**config.mk**
```make
export PLATFORM = sky130hd
export DESIGN_NAME = xbar_top
export DESIGN_NICKNAME = d
export VERILOG_FILES = /design/src/hw/xbar_cfg_pkg.sv /design/src/hw/xbar_req_pkg.sv /design/src/hw/bank_port.sv /design/src/hw/chan_ingress.sv /design/src/hw/rr_arbiter.sv /design/src/hw/sync_fifo.sv /design/src/hw/wbuf_freelist.sv /design/src/hw/xbar_top.sv
export SDC_FILE = /design/constraint.sdc
export NUM_CORES = 2
export LEC_CHECK = 0
export BUFFER_PORTS_ARGS = -buffer_cell sky130_fd_sc_hd__buf_2
export CAP_MARGIN = 10
export CORE_AREA = 8 8 456 458
export DETAILED_ROUTE_END_ITERATION = 7
export DIE_AREA = 0 0 464 466
export PLACE_DENSITY = 0.59
export SLEW_MARGIN = 20
export SYNTH_ARGS = -nofsm -noshare
export SYNTH_HDL_FRONTEND = slang
export SYNTH_SLANG_ARGS = --single-unit
```
**constraint.sdc**
```tcl
create_clock -name clk_i -period 12.05 [get_ports clk_i]
set_input_delay 2.41 -clock clk_i [delete_from_list [all_inputs] [get_ports clk_i]]
set_output_delay 2.41 -clock clk_i [all_outputs]
set_load 0.01 [all_outputs]
```
**src/hw/xbar_cfg_pkg.sv**
```systemverilog
`default_nettype none

package xbar_cfg_pkg;

  // crossbar geometry
  localparam int NUM_CH   = 3;
  localparam int NUM_BANK = 4;
  localparam int BANK_W   = 2;
  localparam int CH_W     = 2;

  // address bits 31..4 of a cache line
  localparam int LINE_ADDR_W = 28;
  localparam int DATA_W      = 128;

  // write buffer ids, per bank
  localparam int WBUF_DEPTH = 32;
  localparam int WBUF_AW    = 5;

  // channel request buffering
  localparam int INGRESS_DEPTH = 2;

endpackage

`default_nettype wire

```
**src/hw/xbar_req_pkg.sv**
```systemverilog
`default_nettype none

package xbar_req_pkg;

  // 2 and 3 are reserved, pass through without an id
  typedef enum logic [1:0] {
    READ  = 2'd0,
    WRITE = 2'd1
  } opcode_e;

  typedef logic [xbar_cfg_pkg::WBUF_AW-1:0] wbuf_id_t;

  // as seen at a channel
  typedef struct packed {
    opcode_e                              op;
    logic [xbar_cfg_pkg::LINE_ADDR_W-1:0] addr;
    logic [xbar_cfg_pkg::DATA_W-1:0]      data;
  } chan_req_t;

  // as delivered to a bank
  typedef struct packed {
    logic [xbar_cfg_pkg::CH_W-1:0]        ch_id;
    opcode_e                              op;
    logic [xbar_cfg_pkg::LINE_ADDR_W-1:0] addr;
    logic [xbar_cfg_pkg::DATA_W-1:0]      data;
    wbuf_id_t                             wbuf_id;
  } bank_req_t;

endpackage

`default_nettype wire

```
**src/hw/bank_port.sv**
```systemverilog
`timescale 1ns/1ps
`default_nettype none

module bank_port #(
  parameter int NUM_CH     = 3,
  parameter int WBUF_DEPTH = 32
) (
  input  logic                                 clk_i,
  input  logic                                 rst_i,
  input  logic [NUM_CH-1:0]                    head_valid_i,
  input  xbar_req_pkg::chan_req_t [NUM_CH-1:0] head_req_i,
  input  logic [NUM_CH-1:0]                    want_i,
  output logic [NUM_CH-1:0]                    grant_o,
  output logic                                 bank_valid_o,
  input  logic                                 bank_ready_i,
  output xbar_req_pkg::bank_req_t              bank_req_o,
  input  logic                                 free_valid_i,
  input  xbar_req_pkg::wbuf_id_t               free_id_i
);

  import xbar_cfg_pkg::*;
  import xbar_req_pkg::*;

  logic [NUM_CH-1:0] is_write;
  logic [NUM_CH-1:0] arb_req;
  logic [NUM_CH-1:0] arb_gnt;
  logic              id_avail;
  logic              xfer;
  logic              alloc;
  wbuf_id_t          head_id;
  chan_req_t         sel_req;
  logic [CH_W-1:0]   sel_ch;

  //------------------------------------------------------------
  // request vector, writes wait while no id is free
  //------------------------------------------------------------
  always_comb begin
    for (int c = 0; c < NUM_CH; c++) begin
      is_write[c] = (head_req_i[c].op == WRITE);
      arb_req[c]  = head_valid_i[c] & want_i[c] & (id_avail | ~is_write[c]);
    end
  end

  rr_arbiter #(
    .N (NUM_CH)
  ) u_arb (
    .clk_i     (clk_i),
    .rst_i     (rst_i),
    .req_i     (arb_req),
    .advance_i (xfer),
    .grant_o   (arb_gnt)
  );

  wbuf_freelist #(
    .WBUF_DEPTH (WBUF_DEPTH)
  ) u_freelist (
    .clk_i     (clk_i),
    .rst_i     (rst_i),
    .alloc_i   (alloc),
    .avail_o   (id_avail),
    .head_id_o (head_id),
    .free_i    (free_valid_i),
    .free_id_i (free_id_i)
  );

  //------------------------------------------------------------
  // output mux
  //------------------------------------------------------------
  always_comb begin
    sel_req = '0;
    sel_ch  = '0;
    for (int c = 0; c < NUM_CH; c++) begin
      if (arb_gnt[c]) begin
        sel_req = head_req_i[c];
        sel_ch  = CH_W'(c);
      end
    end
  end

  assign bank_valid_o = |arb_gnt;
  assign xfer         = bank_valid_o & bank_ready_i;
  assign alloc        = xfer & (sel_req.op == WRITE);
  assign grant_o      = {NUM_CH{xfer}} & arb_gnt;

  always_comb begin
    bank_req_o.ch_id   = sel_ch;
    bank_req_o.op      = sel_req.op;
    bank_req_o.addr    = sel_req.addr;
    bank_req_o.data    = sel_req.data;
    // reads and reserved ops carry no id
    bank_req_o.wbuf_id = (sel_req.op == WRITE) ? head_id : '0;
  end

  // a stalled request, id included, must not change under the bank
  assert property (@(posedge clk_i) disable iff (rst_i)
                   bank_valid_o && !bank_ready_i |=> bank_valid_o && $stable(bank_req_o))
    else $error("bank_port: request changed while stalled");

endmodule

`default_nettype wire

```
**src/hw/chan_ingress.sv**
```systemverilog
`timescale 1ns/1ps
`default_nettype none

module chan_ingress #(
  parameter int NUM_BANK      = 4,
  parameter int INGRESS_DEPTH = 2
) (
  input  logic                    clk_i,
  input  logic                    rst_i,
  input  logic                    valid_i,
  output logic                    ready_o,
  input  xbar_req_pkg::chan_req_t req_i,
  output logic                    head_valid_o,
  output xbar_req_pkg::chan_req_t head_req_o,
  output logic [NUM_BANK-1:0]     want_bank_o,
  input  logic [NUM_BANK-1:0]     grant_i
);

  import xbar_cfg_pkg::*;
  import xbar_req_pkg::*;

  logic fifo_full;
  logic fifo_empty;

  sync_fifo #(
    .T     (chan_req_t),
    .DEPTH (INGRESS_DEPTH)
  ) u_fifo (
    .clk_i   (clk_i),
    .rst_i   (rst_i),
    .push_i  (valid_i & ready_o),
    .data_i  (req_i),
    .pop_i   (|grant_i),
    .data_o  (head_req_o),
    .full_o  (fifo_full),
    .empty_o (fifo_empty)
  );

  assign ready_o      = !fifo_full;
  assign head_valid_o = !fifo_empty;

  // bank select from the low line address bits
  assign want_bank_o = head_valid_o ? (NUM_BANK'(1) << head_req_o.addr[BANK_W-1:0]) : '0;

  // only the bank the head points at may take it
  assert property (@(posedge clk_i) disable iff (rst_i) $onehot0(grant_i))
    else $error("chan_ingress: head granted by more than one bank");

endmodule

`default_nettype wire

```
**src/hw/rr_arbiter.sv**
```systemverilog
`timescale 1ns/1ps
`default_nettype none

module rr_arbiter #(
  parameter int N = 3
) (
  input  logic         clk_i,
  input  logic         rst_i,
  input  logic [N-1:0] req_i,
  input  logic         advance_i,
  output logic [N-1:0] grant_o
);

  localparam int IW = (N > 1) ? $clog2(N) : 1;

  logic [IW-1:0] ptr_q;
  logic [N-1:0]  lock_q;
  logic [N-1:0]  pick;
  logic [IW-1:0] gnt_idx;

  // first requester at or after ptr_q, lowest offset wins
  always_comb begin
    int idx;
    pick = '0;
    for (int i = N - 1; i >= 0; i--) begin
      idx = int'(ptr_q) + i;
      if (idx >= N) begin
        idx = idx - N;
      end
      if (req_i[idx]) begin
        pick = N'(1) << idx;
      end
    end
  end

  // a waiting grant is held until it transfers
  assign grant_o = (|(lock_q & req_i)) ? lock_q : pick;

  always_comb begin
    gnt_idx = '0;
    for (int i = 0; i < N; i++) begin
      if (grant_o[i]) begin
        gnt_idx = IW'(i);
      end
    end
  end

  always_ff @(posedge clk_i) begin
    if (rst_i) begin
      ptr_q  <= '0;
      lock_q <= '0;
    end else if (advance_i) begin
      ptr_q  <= (gnt_idx == IW'(N - 1)) ? '0 : gnt_idx + 1'b1;
      lock_q <= '0;
    end else begin
      lock_q <= grant_o;
    end
  end

endmodule

`default_nettype wire

```
**src/hw/sync_fifo.sv**
```systemverilog
`timescale 1ns/1ps
`default_nettype none

module sync_fifo #(
  parameter type T     = logic,
  parameter int  DEPTH = 2
) (
  input  logic clk_i,
  input  logic rst_i,
  input  logic push_i,
  input  T     data_i,
  input  logic pop_i,
  output T     data_o,
  output logic full_o,
  output logic empty_o
);

  localparam int AW = (DEPTH > 1) ? $clog2(DEPTH) : 1;
  localparam int CW = $clog2(DEPTH + 1);

  T              mem [DEPTH];
  logic [AW-1:0] wr_ptr_q;
  logic [AW-1:0] rd_ptr_q;
  logic [CW-1:0] count_q;

  // wrap at DEPTH, not only at powers of two
  function automatic logic [AW-1:0] ptr_next(input logic [AW-1:0] p);
    return (p == AW'(DEPTH - 1)) ? '0 : p + 1'b1;
  endfunction

  always_ff @(posedge clk_i) begin
    if (push_i) begin
      mem[wr_ptr_q] <= data_i;
    end
  end

  always_ff @(posedge clk_i) begin
    if (rst_i) begin
      wr_ptr_q <= '0;
      rd_ptr_q <= '0;
      count_q  <= '0;
    end else begin
      if (push_i) begin
        wr_ptr_q <= ptr_next(wr_ptr_q);
      end
      if (pop_i) begin
        rd_ptr_q <= ptr_next(rd_ptr_q);
      end
      case ({push_i, pop_i})
        2'b10:   count_q <= count_q + 1'b1;
        2'b01:   count_q <= count_q - 1'b1;
        default: count_q <= count_q;
      endcase
    end
  end

  assign data_o  = mem[rd_ptr_q];
  assign full_o  = (count_q == CW'(DEPTH));
  assign empty_o = (count_q == '0);

  assert property (@(posedge clk_i) disable iff (rst_i) push_i |-> !full_o)
    else $error("sync_fifo: push while full");
  assert property (@(posedge clk_i) disable iff (rst_i) pop_i |-> !empty_o)
    else $error("sync_fifo: pop while empty");

endmodule

`default_nettype wire

```
**src/hw/wbuf_freelist.sv**
```systemverilog
`timescale 1ns/1ps
`default_nettype none

module wbuf_freelist #(
  parameter int WBUF_DEPTH = 32
) (
  input  logic                   clk_i,
  input  logic                   rst_i,
  input  logic                   alloc_i,
  output logic                   avail_o,
  output xbar_req_pkg::wbuf_id_t head_id_o,
  input  logic                   free_i,
  input  xbar_req_pkg::wbuf_id_t free_id_i
);

  import xbar_req_pkg::*;

  localparam int CW = $clog2(WBUF_DEPTH + 1);

  logic [CW-1:0] init_cnt_q;
  logic          init_busy;
  logic          fifo_push;
  logic          fifo_full;
  logic          fifo_empty;
  wbuf_id_t      fifo_wdata;

  //------------------------------------------------------------
  // fill with ids 0..WBUF_DEPTH-1 after reset
  //------------------------------------------------------------
  assign init_busy = (init_cnt_q != CW'(WBUF_DEPTH));

  always_ff @(posedge clk_i) begin
    if (rst_i) begin
      init_cnt_q <= '0;
    end else if (init_busy) begin
      init_cnt_q <= init_cnt_q + 1'b1;
    end
  end

  assign fifo_push  = init_busy | free_i;
  assign fifo_wdata = init_busy ? wbuf_id_t'(init_cnt_q) : free_id_i;

  sync_fifo #(
    .T     (wbuf_id_t),
    .DEPTH (WBUF_DEPTH)
  ) u_ids (
    .clk_i   (clk_i),
    .rst_i   (rst_i),
    .push_i  (fifo_push),
    .data_i  (fifo_wdata),
    .pop_i   (alloc_i),
    .data_o  (head_id_o),
    .full_o  (fifo_full),
    .empty_o (fifo_empty)
  );

  assign avail_o = !fifo_empty && !init_busy;

  assert property (@(posedge clk_i) disable iff (rst_i) alloc_i |-> avail_o)
    else $error("wbuf_freelist: alloc with no id available");
  // a free must return an id that is out, so never during the fill
  assert property (@(posedge clk_i) disable iff (rst_i) free_i |-> !fifo_full && !init_busy)
    else $error("wbuf_freelist: free of an id that was never allocated");

endmodule

`default_nettype wire

```
**src/hw/xbar_top.sv**
```systemverilog
`timescale 1ns/1ps
`default_nettype none

module xbar_top #(
  parameter int NUM_CH        = xbar_cfg_pkg::NUM_CH,
  parameter int NUM_BANK      = xbar_cfg_pkg::NUM_BANK,
  parameter int INGRESS_DEPTH = xbar_cfg_pkg::INGRESS_DEPTH,
  parameter int WBUF_DEPTH    = xbar_cfg_pkg::WBUF_DEPTH
) (
  input  logic                                   clk_i,
  input  logic                                   rst_i,
  input  logic [NUM_CH-1:0]                      ch_valid_i,
  output logic [NUM_CH-1:0]                      ch_ready_o,
  input  xbar_req_pkg::chan_req_t [NUM_CH-1:0]   ch_req_i,
  output logic [NUM_BANK-1:0]                    bank_valid_o,
  input  logic [NUM_BANK-1:0]                    bank_ready_i,
  output xbar_req_pkg::bank_req_t [NUM_BANK-1:0] bank_req_o,
  input  logic [NUM_BANK-1:0]                    free_valid_i,
  input  xbar_req_pkg::wbuf_id_t [NUM_BANK-1:0]  free_id_i
);

  import xbar_req_pkg::*;

  logic [NUM_CH-1:0]                 head_valid;
  chan_req_t [NUM_CH-1:0]            head_req;
  logic [NUM_CH-1:0][NUM_BANK-1:0]   want_cb;
  logic [NUM_CH-1:0][NUM_BANK-1:0]   grant_cb;
  logic [NUM_BANK-1:0][NUM_CH-1:0]   want_bc;
  logic [NUM_BANK-1:0][NUM_CH-1:0]   grant_bc;

  //------------------------------------------------------------
  // channel side
  //------------------------------------------------------------
  for (genvar c = 0; c < NUM_CH; c++) begin : g_ch
    chan_ingress #(
      .NUM_BANK      (NUM_BANK),
      .INGRESS_DEPTH (INGRESS_DEPTH)
    ) u_ingress (
      .clk_i        (clk_i),
      .rst_i        (rst_i),
      .valid_i      (ch_valid_i[c]),
      .ready_o      (ch_ready_o[c]),
      .req_i        (ch_req_i[c]),
      .head_valid_o (head_valid[c]),
      .head_req_o   (head_req[c]),
      .want_bank_o  (want_cb[c]),
      .grant_i      (grant_cb[c])
    );
  end

  // want goes channel->bank, grant comes back bank->channel
  for (genvar c = 0; c < NUM_CH; c++) begin : g_xpose_ch
    for (genvar b = 0; b < NUM_BANK; b++) begin : g_xpose_bank
      assign want_bc[b][c]  = want_cb[c][b];
      assign grant_cb[c][b] = grant_bc[b][c];
    end
  end

  //------------------------------------------------------------
  // bank side
  //------------------------------------------------------------
  for (genvar b = 0; b < NUM_BANK; b++) begin : g_bank
    bank_port #(
      .NUM_CH     (NUM_CH),
      .WBUF_DEPTH (WBUF_DEPTH)
    ) u_bank (
      .clk_i        (clk_i),
      .rst_i        (rst_i),
      .head_valid_i (head_valid),
      .head_req_i   (head_req),
      .want_i       (want_bc[b]),
      .grant_o      (grant_bc[b]),
      .bank_valid_o (bank_valid_o[b]),
      .bank_ready_i (bank_ready_i[b]),
      .bank_req_o   (bank_req_o[b]),
      .free_valid_i (free_valid_i[b]),
      .free_id_i    (free_id_i[b])
    );
  end

endmodule

`default_nettype wire

```
==> results by group <==
Outcome
  – Outcome: finished, violations left
  – Failing checks: DRC

Yosys
  – Synthesis-stage register bit count: 1,731
  – Post-Syn Area: 81,100 um^2
  – Cell variety after synth: 90
  – Synth area leader: edfxtp_1
  – Yosys top cell area share: 58.8%
  – Syn Area/Cell: 13.7 um^2
  – Sequential-to-total area share from yosys stat: 62.3%
  – Post-synth EDFFs: 1,588
  – Ys flop type: edfxtp_1
  – Ys async rst share: 0%
  – Cell count after synthesis: 5,927
  – Syn_nets: 6,501
  – Synth Warn #: 0
  – Synth top area cells: edfxtp_1 (59%), mux2_2 (6.6%), mux4_2 (5.6%)

Clock network
  – CTS Hold Bufs: 0
  – CTS root buffer: clkbuf_16
  – CTS buffer count: 191
  – Clock Path Buffers: 3
  – CTS resizes: 0
  – CTS tree: done
  – Clock sink total: 1,731
  – Clk_lat worst skew: 830 ps
  – Post-CTS setup buffers: 0
  – H-tree levels: 4
  – Clock slew at reported path FFs: 60 ps

Timing
  – Worst Skew: 45.5 ps
  – Total negative setup slack: 0 ps
  – Relative slew slack: 22.1%
  – RSZ-0062 raised after global routing: no
  – Fin. max-slew vios: 0
  – Worst hold slack: 489 ps
  – Fin crit share: 81.1%
  – Max Fclk: 0.102 GHz
  – Slew at the pin closest to its max-slew limit: 1140 ps
  – Final hold viol count: 0
  – Setup Viol. Count Final: 0
  – Post-route minimum period: 9770 ps

Routing
  – Routed WL per cell: 35.1 um
  – DRC: 6
  – Via count: 62,100
  – WL final: 348,000 um
  – Met3 routed wirelength: 40,500 um
  – Antenna Nets Post-Route: 0
  – DRT iter0 DRCs: 8,857
  – DR WL met2: 152,000 um
  – Top Metal Used: met5
  – Met1 Wirelength: 131,000 um
  – Via/cell ratio: 6.26
  – Drt pass-1 iters: 8

Min path
  – Hold Crit Class: reg -> reg
  – Hold path depth: 2

Floorplan
  – Die height: 466 um
  – Die footprint: 216,000 um^2
  – Initial Util: 40.4%
  – Ports: 1,174
  – Num rows: 165
  – Die W: 464 um
  – Core Region: 201,000 um^2

Power
  – Worst vdd ir: 220 uV
  – Pwr Total: 25.7 mW
  – Pwr dens: 267 nW/um^2
  – Lkg Pwr: 34.4 nW

Setup path
  – Crit path largest cell delay: 870 ps
  – Critical Path, Cell by Cell: buf_4 > mux2i_1 > nor3_1 > a21boi_0 > a222oi_1 > a41o_1 > a21oi_1 > and2_4 > buf_12 > buf_4 > a221oi_1 > a21oi_1 > buf_2
  – CP Data Arrival Time: 7360 ps
  – Crit-path leading delay family: compound AO/OA/AOI/OAI gates
  – WP data required: 9640 ps
  – CP Class: reg -> out
  – Critical path's slowest cell: and2_4
  – CP endpoint kind: output pin
  – Buf+Inv Stages, Crit Path: 4
  – R2R depth: 21
  – WP depth: 13
  – CP Max Fanout: 93
  – Launching element type of the critical path: register

Run
  – Reported max-cap violation count: 0

Placed design
  – Gpl congestion: 1.00
  – Placed instance area: 89,400 um^2
  – I/O Buffers: 1,173
  – Hpwl dp: 250,000 um

Global route
  – Largest net degree at the start of global routing: 179
  – Vias in the first global route: 59,000
  – Overflow after GRT: 0
  – Initial antenna violation count: 255
  – Gr usage total: 30.7%
  – First-pass GRT wire length: 474,000 um

Final layout
  – Area growth syn-to-layout: 18.7%
  – Finished Core Util: 47.9%
  – Post-route design area: 96,300 um^2
  – Final net count: 7,467
  – Share of layout cells above drive strength 1: 32.2%
[sequential cells by signal, summed over array words and instances, names as in the netlist, named ones only]
| signal | flops |
|---|---|
| g_ch.u_ingress.u_fifo.rd_ptr_q | 3 |
| g_bank.u_bank.u_freelist.u_ids.mem | 640 |
| g_ch.u_ingress.u_fifo.count_q | 6 |
| g_bank.u_bank.u_freelist.u_ids.count_q | 24 |
| g_bank.u_bank.u_freelist.init_cnt_q | 24 |
| g_ch.u_ingress.u_fifo.wr_ptr_q | 3 |
| g_bank.u_bank.u_arb.ptr_q | 8 |
| g_ch.u_ingress.u_fifo.mem | 948 |
| g_bank.u_bank.u_freelist.u_ids.wr_ptr_q | 20 |
| g_bank.u_bank.u_freelist.u_ids.rd_ptr_q | 20 |
| g_bank.u_bank.u_arb.lock_q | 12 |
[layout make-up]
class	instances	area, um^2
fillers	17800	105000
flip-flops and latches	1731	50600
multi-input cells	3647	28600
repair buffers	1257	6660
clock buffers	232	5030
well taps	2672	3340
clock inverters	124	1350
diodes	197	493
inverters	65	244
[worst min-delay path, stage by stage (launching register included)]
cell     delay [ps]
dfxtp_1         310
o21ai_0          70
a21oi_1          60
[cell families after synthesis]
| logic type | count (synthesis) | share of synthesized area (%) |
|---|---|---|
| compound gates | 1596 | 12.7 |
| flops | 1731 | 62.3 |
| simple gates | 1056 | 6.13 |
| fa+ha+maj | 67 | 1.03 |
| xor+xnor | 50 | 0.540 |
| mux | 878 | 14.7 |
| buf+inv | 549 | 2.61 |
[layout by cell type (no fill, tap or decap), types with 136 or more instances in the layout]
cell and instances:
edfxtp_1 1588, buf_2 1173, a21oi_1 853, nor2_1 561, mux2_2 473, a221oi_1 312, mux2i_1 204, mux4_2 200
diode_2 197, clkbuf_16 192, and3_1 168, a22oi_1 164, dfxtp_1 136
[cell usage after synthesis (12+ instances only)]
cell type and n:
buf_4 12, a221oi_1 312, clkbuf_1 425, dfxtp_1 143, mux2_2 474, or4_1 14
a22oi_1 164, edfxtp_1 1588, and3_1 172, nand3_1 33, nor3_1 46, o211ai_1 14
mux4_2 200, nor2_1 566, or3_1 34, o31ai_1 13, xor2_1 24, a211oi_1 14
nand2_1 100, inv_1 57, o21ai_0 67, a21oi_1 855, nand3b_1 16, nand2b_1 14
a21o_1 25, ha_1 67, buf_1 43, mux2i_1 204, xnor2_1 26
[power breakdown]
part           internal, mW  switching, mW
registers              7.27          0.247
logic                  3.77           8.43
clock network          3.49           2.50
total                  14.5           11.2
[worst paths after layout]
kind | startpoint | to | slack [ps]
worst max-delay path | register | bank_req_o[582] | 2280
worst min-delay path | g_bank[2].u_bank.u_freelist.u_ids.count_q[5] | g_bank[2].u_bank.u_freelist.u_ids.count_q[5] | 490
worst max register to register | register | g_bank[2].u_bank.u_freelist.u_ids.count_q[4] | 4200
worst min register to register | g_bank[2].u_bank.u_freelist.u_ids.count_q[5] | g_bank[2].u_bank.u_freelist.u_ids.count_q[5] | 490
[stage by stage]
step           setup slack (ps)  instances
5_1_grt                    2050       9852
6_report                   2280       9925
4_1_cts                    2360       9726
3_3_place_gp               3370       9370
2_1_floorplan              2310       5927
3_5_place_dp               3280       9370
[metal layers]
metal | GRT usage (%) | vias up
li1 | - | 25700
met1 | 40.1 | 31100
met2 | 44.8 | 4381
met3 | 8.97 | 914
met4 | 19.1 | 50
met5 | 0 | -
Note: power is estimated with default switching activity, not from simulation.
